`src/include/align_params.svh`:
```
`ifndef ALIGN_PARAMS_SVH
`define ALIGN_PARAMS_SVH

// Width of instruction and fetch addresses
`define ALIGN_ADDR_W 32

// Number of word entries in the response buffer
`define ALIGN_FIFO_DEPTH 3

// Largest number of fetch requests that may be in flight at once
`define ALIGN_MAX_OUTST 2

`endif

```
`src/design/align_pkg.sv`:
```
`default_nettype none
`include "align_params.svh"

package align_pkg;

  //////////////////////////////
  // Address and data words
  //////////////////////////////

  // Instruction or fetch address, always at least halfword aligned
  typedef logic [`ALIGN_ADDR_W-1:0] addr_t;

  // One word as returned by the instruction memory
  typedef logic [31:0] word_t;

  // Aligned instruction, compressed ones are zero-extended from 16 bits
  typedef logic [31:0] instr_t;

  //////////////////////////////
  // Buffer bookkeeping
  //////////////////////////////

  // Wide enough for a full buffer, so it also holds the outstanding count
  typedef logic [$clog2(`ALIGN_FIFO_DEPTH + 1)-1:0] cnt_t;

  // Index into the buffer entries
  typedef logic [$clog2(`ALIGN_FIFO_DEPTH)-1:0] ptr_t;

endpackage

`default_nettype wire

```
`src/design/fetch_buf_if.sv`:
```
`timescale 1ns/1ps
`default_nettype none

interface fetch_buf_if;

  import align_pkg::*;

  // Oldest buffered word and the one right behind it
  word_t head_word;
  word_t next_word;

  // Entry valid flags for the two words above
  logic  head_valid;
  logic  next_valid;

  // Removes the head entry at the next rising edge
  logic  pop;

  // Buffer side presents the two head words and takes the pop request
  modport fifo (
    output head_word,
    output next_word,
    output head_valid,
    output next_valid,
    input  pop
  );

  // The aligner reads both words and decides when the head is used up
  modport aligner (
    input  head_word,
    input  next_word,
    input  head_valid,
    input  next_valid,
    output pop
  );

endinterface

`default_nettype wire

```
`src/design/align_buffer_top.sv`:
```
`timescale 1ns/1ps
`default_nettype none

module align_buffer_top (
  input  logic              clk,
  input  logic              rst_n,
  input  logic              pc_set_i,
  input  align_pkg::addr_t  branch_addr_i,
  input  logic              instr_req_i,
  output logic              fetch_valid_o,
  input  logic              fetch_ready_i,
  output align_pkg::addr_t  fetch_addr_o,
  input  logic              resp_valid_i,
  input  align_pkg::word_t  resp_data_i,
  output logic              instr_valid_o,
  input  logic              instr_ready_i,
  output align_pkg::instr_t instr_o,
  output align_pkg::addr_t  instr_addr_o,
  output logic              instr_compressed_o
);

  import align_pkg::*;

  // Filtered responses heading into the buffer
  logic  push;
  word_t push_word;

  // Buffer fill level fed back for request credit
  cnt_t  occupancy;

  // Head words and pop between buffer and aligner
  fetch_buf_if buf_if ();

  //////////////////////////////
  // Request side
  //////////////////////////////

  fetch_req_ctrl u_req_ctrl (
    .clk           (clk),
    .rst_n         (rst_n),
    .pc_set_i      (pc_set_i),
    .branch_addr_i (branch_addr_i),
    .instr_req_i   (instr_req_i),
    .fetch_valid_o (fetch_valid_o),
    .fetch_ready_i (fetch_ready_i),
    .fetch_addr_o  (fetch_addr_o),
    .resp_valid_i  (resp_valid_i),
    .resp_data_i   (resp_data_i),
    .occupancy_i   (occupancy),
    .push_o        (push),
    .push_word_o   (push_word)
  );

  //////////////////////////////
  // Buffer and aligner
  //////////////////////////////

  resp_fifo u_fifo (
    .clk         (clk),
    .rst_n       (rst_n),
    .pc_set_i    (pc_set_i),
    .push_i      (push),
    .push_word_i (push_word),
    .occupancy_o (occupancy),
    .buf_if      (buf_if.fifo)
  );

  instr_aligner u_aligner (
    .clk                (clk),
    .rst_n              (rst_n),
    .pc_set_i           (pc_set_i),
    .branch_addr_i      (branch_addr_i),
    .buf_if             (buf_if.aligner),
    .instr_valid_o      (instr_valid_o),
    .instr_ready_i      (instr_ready_i),
    .instr_o            (instr_o),
    .instr_addr_o       (instr_addr_o),
    .instr_compressed_o (instr_compressed_o)
  );

endmodule

`default_nettype wire

```
`src/design/fetch_req_ctrl.sv`:
```
`timescale 1ns/1ps
`default_nettype none
`include "align_params.svh"

module fetch_req_ctrl (
  input  logic             clk,
  input  logic             rst_n,
  input  logic             pc_set_i,
  input  align_pkg::addr_t branch_addr_i,
  input  logic             instr_req_i,
  output logic             fetch_valid_o,
  input  logic             fetch_ready_i,
  output align_pkg::addr_t fetch_addr_o,
  input  logic             resp_valid_i,
  input  align_pkg::word_t resp_data_i,
  input  align_pkg::cnt_t  occupancy_i,
  output logic             push_o,
  output align_pkg::word_t push_word_o
);

  import align_pkg::*;

  addr_t      next_addr_q;
  addr_t      branch_word;
  cnt_t       outst_q;
  cnt_t       flush_q;
  logic [2:0] credit_used;
  logic       seq_ok;
  logic       branch_ok;
  logic       fetch_accept;

  //////////////////////////////
  // Request issue
  //////////////////////////////

  // Memory is fetched in whole words so the branch target drops its low bits
  assign branch_word = {branch_addr_i[`ALIGN_ADDR_W-1:2], 2'b00};

  // Every in-flight word needs a free buffer slot when it returns
  assign credit_used = {1'b0, occupancy_i} + {1'b0, outst_q};

  // Sequential fetching obeys both the outstanding limit and the buffer credit
  assign seq_ok = instr_req_i &&
                  (outst_q < `ALIGN_MAX_OUTST) &&
                  (credit_used < `ALIGN_FIFO_DEPTH);

  // The buffer is emptied by a branch, so only the in-flight limit applies
  // A response arriving in the same cycle frees one slot of that limit
  assign branch_ok = (outst_q < `ALIGN_MAX_OUTST) || resp_valid_i;

  assign fetch_valid_o = pc_set_i ? branch_ok : seq_ok;
  assign fetch_addr_o  = pc_set_i ? branch_word : next_addr_q;
  assign fetch_accept  = fetch_valid_o && fetch_ready_i;

  //////////////////////////////
  // Response filtering
  //////////////////////////////

  // Stale words are swallowed while the flush counter is nonzero
  // A response in the branch cycle belongs to the old path as well
  assign push_o      = resp_valid_i && (flush_q == '0) && !pc_set_i;
  assign push_word_o = resp_data_i;

  // Next sequential word address
  always_ff @(posedge clk or negedge rst_n) begin
    if (!rst_n) begin
      next_addr_q <= '0;
    end else if (pc_set_i) begin
      // If the target word was not taken this cycle it is requested next
      next_addr_q <= fetch_accept ? branch_word + addr_t'(4) : branch_word;
    end else if (fetch_accept) begin
      next_addr_q <= next_addr_q + addr_t'(4);
    end
  end

  // Counts every request in flight, including the ones to be discarded
  always_ff @(posedge clk or negedge rst_n) begin
    if (!rst_n) begin
      outst_q <= '0;
    end else begin
      outst_q <= outst_q + cnt_t'(fetch_accept) - cnt_t'(resp_valid_i);
    end
  end

  // Number of old-path responses still to be dropped
  always_ff @(posedge clk or negedge rst_n) begin
    if (!rst_n) begin
      flush_q <= '0;
    end else if (pc_set_i) begin
      // All requests in flight at a branch are stale
      flush_q <= outst_q - cnt_t'(resp_valid_i);
    end else if (resp_valid_i && (flush_q != '0)) begin
      flush_q <= flush_q - cnt_t'(1);
    end
  end

endmodule

`default_nettype wire

```
`src/design/instr_aligner.sv`:
```
`timescale 1ns/1ps
`default_nettype none

module instr_aligner (
  input  logic              clk,
  input  logic              rst_n,
  input  logic              pc_set_i,
  input  align_pkg::addr_t  branch_addr_i,
  fetch_buf_if.aligner      buf_if,
  output logic              instr_valid_o,
  input  logic              instr_ready_i,
  output align_pkg::instr_t instr_o,
  output align_pkg::addr_t  instr_addr_o,
  output logic              instr_compressed_o
);

  import align_pkg::*;

  addr_t       addr_q;
  logic        offset;
  logic [15:0] cur_half;
  logic        compressed;
  logic        avail;
  logic        xfer;

  //////////////////////////////
  // Halfword selection
  //////////////////////////////

  // Bit 1 of the address picks the upper or lower half of the head word
  assign offset   = addr_q[1];
  assign cur_half = offset ? buf_if.head_word[31:16] : buf_if.head_word[15:0];

  // RISC-V marks a full 32-bit instruction with both low bits set
  assign compressed = (cur_half[1:0] != 2'b11);

  // Only a full instruction in the upper half needs the following word too
  always_comb begin
    if (offset && !compressed) begin
      avail = buf_if.head_valid && buf_if.next_valid;
    end else begin
      avail = buf_if.head_valid;
    end
  end

  // Zero-extend compressed halves and join the two words for a split instruction
  always_comb begin
    if (compressed) begin
      instr_o = {16'h0000, cur_half};
    end else if (offset) begin
      instr_o = {buf_if.next_word[15:0], buf_if.head_word[31:16]};
    end else begin
      instr_o = buf_if.head_word;
    end
  end

  //////////////////////////////
  // Handshake and address
  //////////////////////////////

  // The branch cycle shows old-path data so it is never offered
  assign instr_valid_o      = avail && !pc_set_i;
  assign instr_addr_o       = addr_q;
  assign instr_compressed_o = compressed;
  assign xfer               = instr_valid_o && instr_ready_i;

  // The head word is used up unless a compressed instruction sat in its lower half
  assign buf_if.pop = xfer && (offset || !compressed);

  // Address of the instruction currently presented
  always_ff @(posedge clk or negedge rst_n) begin
    if (!rst_n) begin
      addr_q <= '0;
    end else if (pc_set_i) begin
      // An odd-halfword target starts in the upper half of its first word
      addr_q <= branch_addr_i;
    end else if (xfer) begin
      addr_q <= addr_q + (compressed ? addr_t'(2) : addr_t'(4));
    end
  end

endmodule

`default_nettype wire

```
`src/design/resp_fifo.sv`:
```
`timescale 1ns/1ps
`default_nettype none
`include "align_params.svh"

module resp_fifo (
  input  logic             clk,
  input  logic             rst_n,
  input  logic             pc_set_i,
  input  logic             push_i,
  input  align_pkg::word_t push_word_i,
  output align_pkg::cnt_t  occupancy_o,
  fetch_buf_if.fifo        buf_if
);

  import align_pkg::*;

  word_t                        mem_q [`ALIGN_FIFO_DEPTH];
  logic [`ALIGN_FIFO_DEPTH-1:0] valid_q;
  ptr_t                         wptr_q;
  ptr_t                         rptr_q;
  ptr_t                         rptr2_q;
  cnt_t                         count_q;
  logic                         pop;

  // Pointers step through the entries and wrap after the last one
  function automatic ptr_t wrap_inc(input ptr_t p);
    if (p == ptr_t'(`ALIGN_FIFO_DEPTH - 1)) begin
      return '0;
    end
    return p + ptr_t'(1);
  endfunction

  //////////////////////////////
  // Head words to the aligner
  //////////////////////////////

  // Two words are shown so a full instruction crossing a word edge is read at once
  assign buf_if.head_word  = mem_q[rptr_q];
  assign buf_if.next_word  = mem_q[rptr2_q];
  assign buf_if.head_valid = valid_q[rptr_q];
  assign buf_if.next_valid = valid_q[rptr2_q];

  // The aligner releases the head word once it is used up
  assign pop = buf_if.pop;

  assign occupancy_o = count_q;

  //////////////////////////////
  // Storage and pointers
  //////////////////////////////

  // Word storage
  always_ff @(posedge clk) begin
    if (push_i) begin
      mem_q[wptr_q] <= push_word_i;
    end
  end

  // Valid flags, pointers and occupancy
  always_ff @(posedge clk or negedge rst_n) begin
    if (!rst_n) begin
      valid_q <= '0;
      wptr_q  <= '0;
      rptr_q  <= '0;
      rptr2_q <= ptr_t'(1);
      count_q <= '0;
    end else if (pc_set_i) begin
      // A branch throws away everything that was buffered
      valid_q <= '0;
      wptr_q  <= '0;
      rptr_q  <= '0;
      rptr2_q <= ptr_t'(1);
      count_q <= '0;
    end else begin
      if (push_i) begin
        valid_q[wptr_q] <= 1'b1;
        wptr_q          <= wrap_inc(wptr_q);
      end
      if (pop) begin
        // Second read pointer always sits one entry ahead of the first
        valid_q[rptr_q] <= 1'b0;
        rptr_q          <= rptr2_q;
        rptr2_q         <= wrap_inc(rptr2_q);
      end
      count_q <= count_q + cnt_t'(push_i) - cnt_t'(pop);
    end
  end

endmodule

`default_nettype wire

```
`config.mk`:
```
export PLATFORM = sky130hd
export DESIGN_NAME = align_buffer_top
export DESIGN_NICKNAME = d
export VERILOG_FILES = /design/src/design/align_pkg.sv /design/src/design/fetch_buf_if.sv /design/src/design/align_buffer_top.sv /design/src/design/fetch_req_ctrl.sv /design/src/design/instr_aligner.sv /design/src/design/resp_fifo.sv
export VERILOG_INCLUDE_DIRS = /design/src /design/src/include
export SDC_FILE = /design/constraint.sdc
export NUM_CORES = 1
export LEC_CHECK = 0
export BUFFER_PORTS_ARGS = -buffer_cell sky130_fd_sc_hd__buf_2
export CAP_MARGIN = 10
export CORE_ASPECT_RATIO = 1.1
export CORE_MARGIN = 2
export CORE_UTILIZATION = 30
export CTS_BUF_LIST = sky130_fd_sc_hd__clkbuf_4 sky130_fd_sc_hd__clkbuf_8
export DETAILED_ROUTE_END_ITERATION = 8
export PLACE_DENSITY = 0.45
export SLEW_MARGIN = 25
export SYNTH_ARGS = -nofsm -noshare
export SYNTH_HDL_FRONTEND = slang
export SYNTH_SLANG_ARGS = --single-unit
```
`constraint.sdc`:
```
create_clock -name clk -period 4.3 [get_ports clk]
set_input_delay 0.215 -clock clk [delete_from_list [all_inputs] [get_ports clk]]
set_output_delay 0.215 -clock clk [all_outputs]
set_load 0.05 [all_outputs]
```
Word level (Yosys, flattened, before mapping)
Memory sizes are Yosys's and may differ from the RTL's.
Cells that the tools add are included.
{ "totals": {"elab_cells": 104, "out_inout_bits": 99, "n_memories": 1, "ramBits": 96, "reg_bits": 79, "inputBits": 71} }
{ "memory_table": {"columns": ["name", "words", "width", "rd", "rd_ports_with_merged_regs", "wr", "line", "text"], "rows": [
  ["u_fifo.mem_q", 3, 32, 2, 0, 1, "resp_fifo.sv:17", "word_t mem_q [`ALIGN_FIFO_DEPTH];"]
]} }
{ "classes": {"bitwise_logic": 3, "order_cmp": 7, "addsub": 12, "n_eq_ne": 3, "mux": 45, "n_reduce_logical": 24} }
{ "ops": {"columns": ["cell", "count"], "rows": [
  ["$mux W32", 8],
  ["$add A32 B3 Y32 const B", 2],
  ["$add A32 B32 Y32", 1],
  ["$mux W2", 13],
  ["$mux W16", 1],
  ["$mux W3", 5],
  ["$mux W1", 14],
  ["$logic_and A1 B1 Y1", 13],
  ["$reduce_bool A2 Y1", 6],
  ["$lt A2 B3 Y1 const B", 3],
  ["$sub A2 B1 Y2", 3],
  ["$add A2 B1 Y2", 2],
  ["$add A2 B1 Y2 const B", 2],
  ["$bmux W1 S2", 2],
  ["$demux W1 S2", 2],
  ["$eq A2 B2 Y1 const B", 2],
  ["$ge A2 B1 Y1 const B", 2],
  ["$add A2 B2 Y3", 1],
  ["$and A3 B3 Y3", 1],
  ["$lt A3 B2 Y1 const B", 1],
  ["$not A3 Y3", 1],
  ["$or A3 B3 Y3", 1],
  ["$logic_not A1 Y1", 2],
  ["$logic_not A2 Y1", 1],
  ["other kinds (4)", 5]
]} }

Depth between registers and ports, before layout
Gate-level depths: netlist of the first run.
An unclocked memory read counts as a cell.
{ "depth": {"ltp_word": 14, "mapped_depth": 13, "ltp_nobuf": 10} }

By module
Synthesis of the first run repeated with hierarchy kept, for this count alone.
{ "hier_totals": {"hier_cells": 1031, "hier_area_um2": 10865.4} }
{ "by_module_without_submodules": {"columns": ["module", "cells_each", "seq_area_each_um2", "n_inst", "area_per_inst_um2"], "rows": [
  ["resp_fifo", 365, 3159.3, 1, 4787.1],
  ["fetch_req_ctrl", 390, 850.8, 1, 3706.1],
  ["instr_aligner", 276, 800.8, 1, 2372.3]
]} }

Worst setup path before layout of the first run
No wires, ideal clock.
{ "synth_timing": {"path_type": "flip-flop to flip-flop", "from": "register u_req_ctrl.flush_q[0]", "to": "register u_fifo.valid_q[2]", "setup_time_ns": 0.089, "period_less_slack_ns": 3.735, "setup_slack_ns": 0.565, "arrival_ns": 3.645, "path_stages_with_launch": 7, "t_required_ns": 4.211, "path_buffers": 0, "cell_sequence": "dfrtp_1 -> inv_1 -> ha_1 -> nand3_1 -> nor3b_1 -> o21ai_0 -> a31oi_1"} }
{ "synth_via": {"elab_chain_len": 8} }
{ "synth_rtl": {"columns": ["item", "line", "text"], "rows": [
  ["start: declaration", "fetch_req_ctrl.sv:26", "cnt_t flush_q;"],
  ["start signal: assignment", "fetch_req_ctrl.sv:91", "flush_q <= outst_q - cnt_t'(resp_valid_i);"],
  ["start signal: assignment", "fetch_req_ctrl.sv:93", "flush_q <= flush_q - cnt_t'(1);"],
  ["$logic_not A2 Y1 (*)", "fetch_req_ctrl.sv:61", "assign push_o = resp_valid_i && (flush_q == '0) && !pc_set_i;"],
  ["$logic_and A1 B1 Y1 (*) (2 in a row)", "fetch_req_ctrl.sv:61", null],
  ["$mux W3 (*)", "resp_fifo.sv:75", "if (push_i) begin"],
  ["$mux W3 (*)", "resp_fifo.sv:67", "end else if (pc_set_i) begin"],
  ["$and A3 B3 Y3 (no source line)", null, null],
  ["$mux W3 (*)", "resp_fifo.sv:79", "if (pop) begin"],
  ["$mux W3 (*)", "resp_fifo.sv:67", null],
  ["end signal: assignment", "resp_fifo.sv:69", "valid_q <= '0;"],
  ["end signal: indexed assignment", "resp_fifo.sv:76", "valid_q[wptr_q] <= 1'b1;"],
  ["end signal: indexed assignment", "resp_fifo.sv:81", "valid_q[rptr_q] <= 1'b0;"],
  ["end: declaration", "resp_fifo.sv:18", "logic [`ALIGN_FIFO_DEPTH-1:0] valid_q;"]
]} }
Every way passes the cells marked *; elsewhere a longest branch is shown, timed or not. The select of a mux whose other input is x is not followed.
A chain may end at the register's enable or synchronous reset.

Worst setup path after layout of the first run
{ "layout_timing": {"from": "register u_aligner.addr_q[1] (netlist: u_aligner.instr_addr_o[1])", "to": "output port instr_valid_o"} }
{ "layout_via": {"elab_chain_len": 6} }
{ "layout_rtl": {"columns": ["item", "line", "text"], "rows": [
  ["start: declaration", "instr_aligner.sv:19", "addr_t addr_q;"],
  ["start signal: assignment", "instr_aligner.sv:76", "addr_q <= branch_addr_i;"],
  ["start signal: assignment", "instr_aligner.sv:78", "addr_q <= addr_q + (compressed ? addr_t'(2) : addr_t'(4));"],
  ["$mux W16", "instr_aligner.sv:32", "assign cur_half = offset ? buf_if.head_word[31:16] : buf_if.head_word[15:0];"],
  ["$ne A2 B2 Y1", "instr_aligner.sv:35", "assign compressed = (cur_half[1:0] != 2'b11);"],
  ["$logic_not A1 Y1", "instr_aligner.sv:39", "if (offset && !compressed) begin"],
  ["$logic_and A1 B1 Y1 (*)", "instr_aligner.sv:39", null],
  ["$mux W1 (*)", "instr_aligner.sv:39", null],
  ["$logic_and A1 B1 Y1 (*)", "instr_aligner.sv:62", "assign instr_valid_o = avail && !pc_set_i;"],
  ["end: declaration", "align_buffer_top.sv:15", "output logic instr_valid_o,"]
]} }
Every way passes the cells marked *; elsewhere a longest branch is shown, timed or not.

==> results of run 1 <==
[how the worst max path moves through the flow]
| stage | cells past startpoint | end | slack [ps] | start |
|---|---|---|---|---|
| after floorplan | 6 | u_fifo.valid_q[2] | 570 | u_req_ctrl.flush_q[0] |
| after global placement | 8 | u_req_ctrl.next_addr_q[24] | 1260 | u_fifo.occupancy_o[0] |
| after detailed placement | 8 | u_req_ctrl.next_addr_q[24] | 1250 | u_fifo.occupancy_o[0] |
| after CTS | 5 | instr_valid_o | 1110 | u_aligner.instr_addr_o[1] |
| after global routing | 5 | instr_valid_o | 990 | u_aligner.instr_addr_o[1] |
| final | 5 | instr_valid_o | 1150 | u_aligner.instr_addr_o[1] |
[power by group]
| group | internal [mW] | switching (mW) | total, mW |
|---|---|---|---|
| Combinational | 0.394 | 0.920 | 1.31 |
| Clock | 0.500 | 0.697 | 1.20 |
| Sequential | 1.89 | 0.113 | 2.00 |
| Total | 2.78 | 1.73 | 4.51 |
[worst reg2reg max path: stages (launching register included)]
cell and delay [ps]:
dfrtp_2 730, inv_2 130, mux4_2 340, a21o_1 200, xnor2_1 130, ha_1 250
o211ai_2 590, nor4_4 110, xor2_1 190, mux2_2 270
[timing repair]
action                     CTS  global route
hold endpoints to repair   142             0
setup endpoints to repair    0             0
hold buffers                35             0
[sequential cells by signal, indices dropped and copies added, names as in the netlist]
name,count
u_aligner.instr_addr_o,32
u_fifo.mem_q,96
u_fifo.occupancy_o,2
u_fifo.rptr2_q,2
u_fifo.rptr_q,2
u_fifo.valid_q,3
u_fifo.wptr_q,2
u_req_ctrl.flush_q,2
u_req_ctrl.next_addr_q,30
u_req_ctrl.outst_q,2
[through the flow]
step                total power, mW  hold WS (ps)  setup slack, ps  utilization  instances
floorplan                      2.95         -80.6              565            -        941
global placement               3.34           280             1260        0.345       1498
detailed placement             3.34           286             1250        0.345       1498
CTS                            4.58          25.4             1110        0.368       1565
global route                   4.76          43.7              989        0.368       1565
finish                         4.51          56.6             1150        0.368       1565
[per-layer routing]
layer,global-route usage,wire (um),vias to the layer above,part of all wire
met5,0,0,-,0
met4,0.0624,783,0,0.027
met3,0.0286,1180,34,0.041
met2,0.280,13700,171,0.48
met1,0.214,12900,3729,0.45
li1,-,-,3742,-
[cell type report]
type | count | area [um^2] | share of cell area
Sequential cell | 173 | 4810 | 0.404
Inverter | 44 | 165 | 0.0138
Clock inverter | 14 | 161 | 0.0135
Clock buffer | 18 | 241 | 0.0202
Tap cell | 426 | 533 | 0.0447
Timing Repair Buffer | 219 | 1320 | 0.111
Multi-Input combinational cell | 671 | 4690 | 0.394
[cells by family (layout without fill, tap and decap cells)]
| kind of cell | Yosys count | after routing | share of synthesized area |
|---|---|---|---|
| buffers and inverters | 97 | 295 | 0.0406 |
| flip-flops | 173 | 173 | 0.487 |
| other | 1 | 2 | 0.000379 |
| adder cells (fa/ha/maj) | 10 | 10 | 0.0134 |
| AND/OR/NAND/NOR | 314 | 314 | 0.167 |
| XOR/XNOR | 85 | 85 | 0.0753 |
| AO/OA/AOI/OAI | 136 | 136 | 0.0852 |
| multiplexers | 124 | 124 | 0.132 |
[synth_stat cells (all sizes together) (3+ instances only)]
library cell   n
nor4          22
buf           23
mux2          27
ha             9
nand2b         5
o21ai         54
a21oi         50
nor2          85
and4           8
o31ai          3
mux2i         95
and2           5
xnor2         66
clkbuf        30
xor2          19
nor3          29
a31oi          3
a211oi         4
nor2b          8
o211ai         8
dfrtp         76
inv           44
nor4b          5
nand2         74
and3          11
nand3         35
edfxtp        96
nand4         21
==> impl_metrics.ini, run 1 <==
[run_status]
outcome = finished clean

[synth]
synth_area_um2 = 9890
synth_top_area_frac = 0.292
async_reset_ff_frac = 0.445
seq_area_frac_synth = 0.487
ys.flop_type = edfxtp_1
ys_ff_latch = 173
synth_cells = 940
yosys-top-cells-area = edfxtp_1, dfrtp_1, mux2i_1
ys_types = 60
synth_edf_count = 96
synth_warnings = 0
avgSynthCellArea_um2 = 10.5
synth_top_cell_by_area = edfxtp_1

[timing]
fin_tns_setup_ps = 0
setup_violations = 0
clock.fmax_ghz = 0.318
maxSlewViolCount = 0
post-route-period-util = 0.732
hold_viol = 0
rsz0062_at_grt = false
min_period_ps = 3150
worst_pin_slew_ps = 1020
relSlewSlack = 0.318
skew_ps = 19.5

[floorplanning]
die_w_um = 177
core_um2 = 32400
start_util = 0.305
dieArea_um2 = 34400
placementRows = 69
pin_count = 170
fp.dieH_um = 194

[worst_hold_path]
hp-start = branch_addr_i[31]
hold_depth = 3
hold_path_class = in -> reg
hold-path-endpoint = u_aligner.instr_addr_o[31]

[global_route]
grt_pass1_vias = 7649
grt_pass1_wl_mm = 43.7
grtUsageTotal = 0.167
grt_max_degree = 67
antenna_found_initial = 0
grt_remaining_overflow = 0

[final_layout]
syn_to_final_growth_pct = 20.7
drive_above_1_share = 0.248
design_area_um2 = 11900
diodes = 0
layout_commonest_cell = buf_2
fillers = 3281
nets = 1207
most-common-layout-cells = buf_2, edfxtp_1, mux2i_1

[pwr]
cellLeakagePower_nw = 4.68
peakVddDrop_mv = 0.215
power_density_nw_per_um2 = 378

[critical_path]
path_buf_inv = 2
crit_family = compound AO/OA/AOI/OAI gates
cpPeakStageDelay_ps = 830
path_cells = buf_4 > o211ai_4 > o31ai_4 > nor2_1 > buf_2
cp_slowest_cell = o31ai_4
ff2ff_path_depth = 9
rr_endpoint = u_aligner.instr_addr_o[19]
cp.required_ps = 4090
reg2reg_slack_ps = 1260
cp_max_fo = 32
r2r_start = u_fifo.rptr_q[1]
arrival_ps = 2930
critPathKind = reg -> out
crit_path_end_kind = output port
crit_path_start_kind = flip-flop

[placed_design]
io_buffers = 167
place_congestion = 0.786
hpwl_mm = 19.8
place_area_um2 = 11200

[detailed_routing]
drc = 0
via_per_inst = 4.90
wire_per_inst_um = 18.2
first_pass_iters = 5
drt_wl_total_mm = 28.5
antenna_left = 0
vias = 7676
drt-initial-drc-count = 388

[cts]
clock-root-buffer = clkbuf_8
cts.path.max_buffers = 2
cts_tree = built
cts_resized = 0
clk_pin_slew_worst_paths_ps = 110
cts_inserted_buffers = 17
cts_setup_buffers = 0
cts.sinks = 173
htree_levels = 4
clock_latency_ps = 470

[flow_run]
cap_violations = 0
Note: power is estimated with default switching activity, not from simulation.
==> run 2: changes to the inputs <==
- ABC_AREA: unset -> 1
- PLACE_DENSITY: 0.45 -> 0.46
- clock period: 4.3 -> 2.7 ns (I/O delays scaled with it)
==> run 2 against run 1 <==
Against the previous run: via count grew 30%; sequential power rose by 68%; routed wire length rose by 32%; final cell count rose by 28%; global-route usage grew 4.0 points.
==> impl_metrics.ini, run 2 <==
[cts]
clock_latency_ps = 490
cts.path.max_buffers = 2
clk_pin_slew_worst_paths_ps = 110
clock-root-buffer = clkbuf_8
cts_inserted_buffers = 17
cts_tree = built
htree_levels = 4
cts.sinks = 173

[timing]
skew_ps = 24.7
setup_slack_ps = 213
hold_viol = 0
rsz0062_at_grt = false
fin_tns_setup_ps = 0
holdWs_ps = 26.1
relSlewSlack = 0.534
setup_violations = 0
maxSlewViolCount = 0
min_period_ps = 2490
clock.fmax_ghz = 0.402
worst_pin_slew_ps = 699
post-route-period-util = 0.921

[floorplanning]
die_w_um = 183
dieArea_um2 = 36600
core_um2 = 34400
pin_count = 170
placementRows = 71
fp.dieH_um = 200
start_util = 0.306

[synth]
seq_area_frac_synth = 0.457
synth.most_common_cell = nand2_1
synth_area_um2 = 10500
ys.flop_type = edfxtp_1
ys_types = 54
synth_edf_count = 96
avgSynthCellArea_um2 = 7.92
async_reset_ff_frac = 0.445
yosys-top-cells-area = edfxtp_1, dfrtp_1, nand2_1
synth_top_cell_by_area = edfxtp_1
synth_top_area_frac = 0.274
synth_common_cells = nand2_1, nor2_1, inv_1
synth_cells = 1329
ys_ff_latch = 173
synth_warnings = 0

[global_route]
grtUsageTotal = 0.207
grt_remaining_overflow = 0
grt_pass1_vias = 9771
antenna_found_initial = 0
grt_pass1_wl_mm = 57.7
grt_max_degree = 48

[detailed_routing]
drc = 0
vias = 9963
wire_per_inst_um = 18.8
via_per_inst = 4.98
drt-initial-drc-count = 678
drt_wl_total_mm = 37.5
antenna_left = 0
first_pass_iters = 5

[critical_path]
cp_max_fo = 28
arrival_ps = 2350
cp_slowest_cell = dfrtp_2
path_buf_inv = 4
crit_family = buffers and inverters
crit_cells = 8
critPathKind = reg -> out
cp.required_ps = 2570
cpPeakStageDelay_ps = 440
ff2ff_path_depth = 14
path_cells = nor2_2 > buf_4 > inv_1 > buf_8 > o22ai_1 > o21bai_1 > o21ai_0 > clkbuf_4
crit_path_start_kind = flip-flop
crit_path_end_kind = output port

[pwr]
swShare = 0.429
internal-power_mw = 4.66
total_power_mw = 8.15
switchingPower_mw = 3.50
power_frac_comb = 0.340
seq_power_share = 0.411
clock_power_share = 0.249
peakVddDrop_mv = 0.310
cellLeakagePower_nw = 5.71
power_density_nw_per_um2 = 628

[final_layout]
layout_commonest_cell = nand2_1
multi_input_area_um2 = 4940
fin_util = 0.378
drive_above_1_share = 0.186
syn_to_final_growth_pct = 23.4
most-common-layout-cells = nand2_1, buf_2, nor2_1
nets = 1630
regArea_um2 = 4810
top_register = u_fifo.mem_q
fillers = 3640
largest_reg_flops = 96

[placed_design]
place_congestion = 0.890
io_buffers = 167
hpwl_mm = 27.8
pre_cts_ws_ps = 166

[worst_hold_path]
hold_path_class = in -> reg
hold_depth = 4

[flow_run]
cap_violations = 0

[run_status]
outcome = finished clean
## run 2: cell types whose count changed in the layout (fill, tap and decap cells not counted), sizes merged, moves of 37 or more
cell	change
nand2	+281
inv	+95
mux2i	-95
nor2	+63
xnor2	-55
o21ai	+51
nand3	+37
## run 2: cell type report
type	instances	share of cell area
Timing Repair Buffer	254	0.130
Clock buffer	17	0.0180
Clock inverter	15	0.0154
Antenna cell	1	0.000193
Tap cell	438	0.0422
Sequential cell	173	0.371
Inverter	145	0.0432
Multi-Input combinational cell	958	0.380
## run 2: logic make-up after synthesis
| kind of cell | count (synthesis) | share of synthesized area |
|---|---|---|
| simple gates | 657 | 0.274 |
| compound gates | 228 | 0.130 |
| buf+inv | 199 | 0.0758 |
| flops | 173 | 0.457 |
| xor+xnor | 61 | 0.0508 |
| fa+ha+maj | 10 | 0.0126 |
| other cells | 1 | 0.000356 |
## run 2: final timing paths
kind,slack [ps],endpoint,start
max,210,instr_o[12],u_fifo.rptr_q[0]
min,30,u_req_ctrl.next_addr_q[17],branch_addr_i[17]
max reg2reg,220,u_req_ctrl.next_addr_q[17],u_fifo.occupancy_o[0]
min reg2reg,490,u_aligner.instr_addr_o[0],u_aligner.instr_addr_o[0]
max in group asynchronous,1830,u_aligner.instr_addr_o[5],rst_n
min in group asynchronous,220,u_req_ctrl.next_addr_q[9],rst_n
## run 2: power groups by stage
stage          Clock [mW]  Combinational [mW]  Sequential [mW]
2_1_floorplan           0                1.72             3.51
3_3_place_gp            0                2.71             3.40
3_5_place_dp            0                2.71             3.41
4_1_cts              2.09                2.78             3.35
5_1_grt              2.19                3.02             3.39
6_report             2.03                2.77             3.35
## run 2: worst reg2reg max path: stages, from the launching register on
cell and delay [ps]:
dfrtp_1 410, ha_1 210, fa_1 430, a21oi_1 150, nand3_1 70, nand2_1 80
nand2_1 130, buf_4 210, nor2_2 110, nand2_2 90, inv_1 120, nand3_1 110
a21oi_1 140, o21ai_1 90, nand3_1 70
## run 2: through the flow
step           cells  instance area, um^2
4_1_cts         1999                12900
3_5_place_dp    1922                12000
5_1_grt         2000                13000
3_3_place_gp    1922                12000
6_report        2001                13000
2_1_floorplan   1330                10500
## run 2: routing by layer
layer / vias up / GRT usage / routed length [um]
li1: 4906 / - / -
met1: 4728 / 0.289 / 17400
met2: 292 / 0.333 / 17500
met3: 37 / 0.0316 / 1890
met4: 0 / 0.0550 / 748
met5: - / 0 / 0
## run 2: timing repair
action                                  CTS  global route
gates cloned                              0             0
setup buffers                             0             1
pin swaps                                 0             0
endpoints found under the hold margin   150             0
endpoints found under the setup margin    3            20
hold buffers                             45             0
resized for setup                         5            17
==> run 3: changes to the inputs <==
- clock period: 2.7 -> 2.2 ns (I/O delays scaled with it)
==> run 3 against run 2 <==
Against the previous run: the flow now finishes with violations (setup timing); sequential cell count unchanged; sequential share of layout area decreased by 6.0 points; combinational power increased by 65%; routed wire length increased by 6.7%; design area increased by 20%; largest cell class unchanged.
==> impl_metrics.ini, run 3 (synthesis results as in run 2) <==
[global_route]
antenna_found_initial = 0
grt_pass1_vias = 10300
grt_remaining_overflow = 0
grtUsageTotal = 0.210
grt_max_degree = 93
grt_pass1_wl_mm = 59.2

[timing]
relSlewSlack = 0.554
min_period_ps = 2370
hold_viol = 0
maxSlewViolCount = 0
post-route-period-util = 1.08
setup_slack_ps = -171
clock.fmax_ghz = 0.422
setup_violations = 81
rsz0062_at_grt = true
skew_ps = 19.6
fin_tns_setup_ps = -5080
worst_pin_slew_ps = 670

[placed_design]
place_congestion = 0.866
place_area_um2 = 12700
dp.cells = 1982
io_buffers = 167
hpwl_mm = 28.1
pre_cts_ws_ps = -182

[detailed_routing]
vias = 10700
antenna_left = 0
first_pass_iters = 5
via_per_inst = 5.09
drc = 0
drt_wl_total_mm = 40.1
wire_per_inst_um = 19.1
drt-initial-drc-count = 736

[flow_run]
cap_violations = 0

[critical_path]
cp.required_ps = 2580
crit_path_end_kind = flip-flop
arrival_ps = 2750
critPathKind = reg -> reg
cp_slowest_cell = fa_1
cp_max_fo = 8
path_cells = ha_2 > fa_1 > a21oi_1 > nand3_1 > nand2_4 > nand2_8 > clkinv_8 > nor2_4 > inv_4 > buf_8 > o221a_4
cpPeakStageDelay_ps = 500
crit_path_start_kind = flip-flop

[cts]
cts_tree = built
clk_pin_slew_worst_paths_ps = 120
cts_inserted_buffers = 17
cts.sinks = 173
clock-root-buffer = clkbuf_8
cts.path.max_buffers = 2
htree_levels = 4
clock_latency_ps = 480

[floorplanning]
placementRows = 71
pin_count = 170
core_um2 = 34400
die_w_um = 183
start_util = 0.306
dieArea_um2 = 36600
fp.dieH_um = 200

[pwr]
cellLeakagePower_nw = 6.63
switchingPower_mw = 4.67
internal-power_mw = 6.30
power_density_nw_per_um2 = 706
total_power_mw = 11.0
power_frac_comb = 0.416
seq_power_share = 0.376
clock_power_share = 0.207
peakVddDrop_mv = 0.393
swShare = 0.426

[final_layout]
most-common-layout-cells = nand2_1, buf_2, inv_1
fin_cells = 2097
drive_above_1_share = 0.342
top_register = u_fifo.mem_q
syn_to_final_growth_pct = 47.5
largest_reg_flops = 96
layout_commonest_cell = nand2_1
nets = 1727
design_area_um2 = 15500
diodes = 0

[run_status]
outcome = finished, violations left
violations = setup timing

[worst_hold_path]
hold_path_class = in -> reg
-- run 3: cell types whose count changed in the layout (fill, tap and decap cells not counted), moves of 20 or more --
cell	change
nor2_4	+25
nand2_2	+25
buf_2	-30
buf_4	+49
o21ai_2	+20
nand2_1	-38
o21ai_0	-33
nor2_1	-30
buf_6	+58
-- run 3: through the flow --
stage | hold slack (ps) | utilization
after detailed placement | 193 | 0.369
after floorplan | -186 | -
after global placement | 183 | 0.369
after global routing | 6.12 | 0.452
after CTS | 0.712 | 0.419
final | 27.9 | 0.452
-- run 3: per-layer routing --
metal | track usage | wire length [um] | up-vias
met3 | 0.0269 | 1820 | 39
li1 | - | - | 5116
met1 | 0.291 | 18100 | 5202
met2 | 0.346 | 19400 | 324
met4 | 0.0567 | 795 | 0
met5 | 0 | 0 | -
-- run 3: layout make-up --
cell class / instances / area [um^2]
clock buffer: 17 / 234
clock inverter: 15 / 160
fill: 3391 / 18900
inverter: 145 / 588
multi-input combinational: 958 / 6150
sequential: 173 / 4810
tap: 438 / 548
timing repair buffer: 351 / 3040
-- run 3: power groups by stage --
stage	clock network [mW]	logic, mW	registers, mW
5_1_grt	2.46	4.88	4.17
2_1_floorplan	0	2.22	4.31
6_report	2.27	4.57	4.13
3_3_place_gp	0	3.62	4.15
3_5_place_dp	0	3.61	4.15
4_1_cts	2.35	4.07	4.09
-- run 3: worst max-delay path: cells and delay by family (launching register included) --
| kind | cells | cell delay (ps) |
|---|---|---|
| buf+inv | 3 | 340 |
| compound gates | 2 | 310 |
| simple gates | 4 | 530 |
| flops | 1 | 400 |
| fa+ha+maj | 2 | 690 |
-- run 3: worst paths after layout --
check	from	to	slack, ps	cells past startpoint
max in group asynchronous	rst_n	u_req_ctrl.next_addr_q[25]	1320	3
worst min register to register	u_aligner.instr_addr_o[0]	u_aligner.instr_addr_o[0]	490	2
worst max-delay path	u_fifo.occupancy_o[0]	u_req_ctrl.next_addr_q[31]	-170	11
worst max register to register	u_fifo.occupancy_o[0]	u_req_ctrl.next_addr_q[31]	-170	11
min in group asynchronous	rst_n	u_req_ctrl.next_addr_q[11]	180	2
worst min-delay path	branch_addr_i[11]	u_req_ctrl.next_addr_q[11]	30	5
-- run 3: timing repair --
item / in CTS / in global routing
setup endpoints to repair: 70 / 98
hold buffers: 40 / 1
hold endpoints to repair: 142 / 1
buffers inserted: 13 / 26
cloned: 5 / 3
pin swaps: 32 / 62
resized for setup: 178 / 210
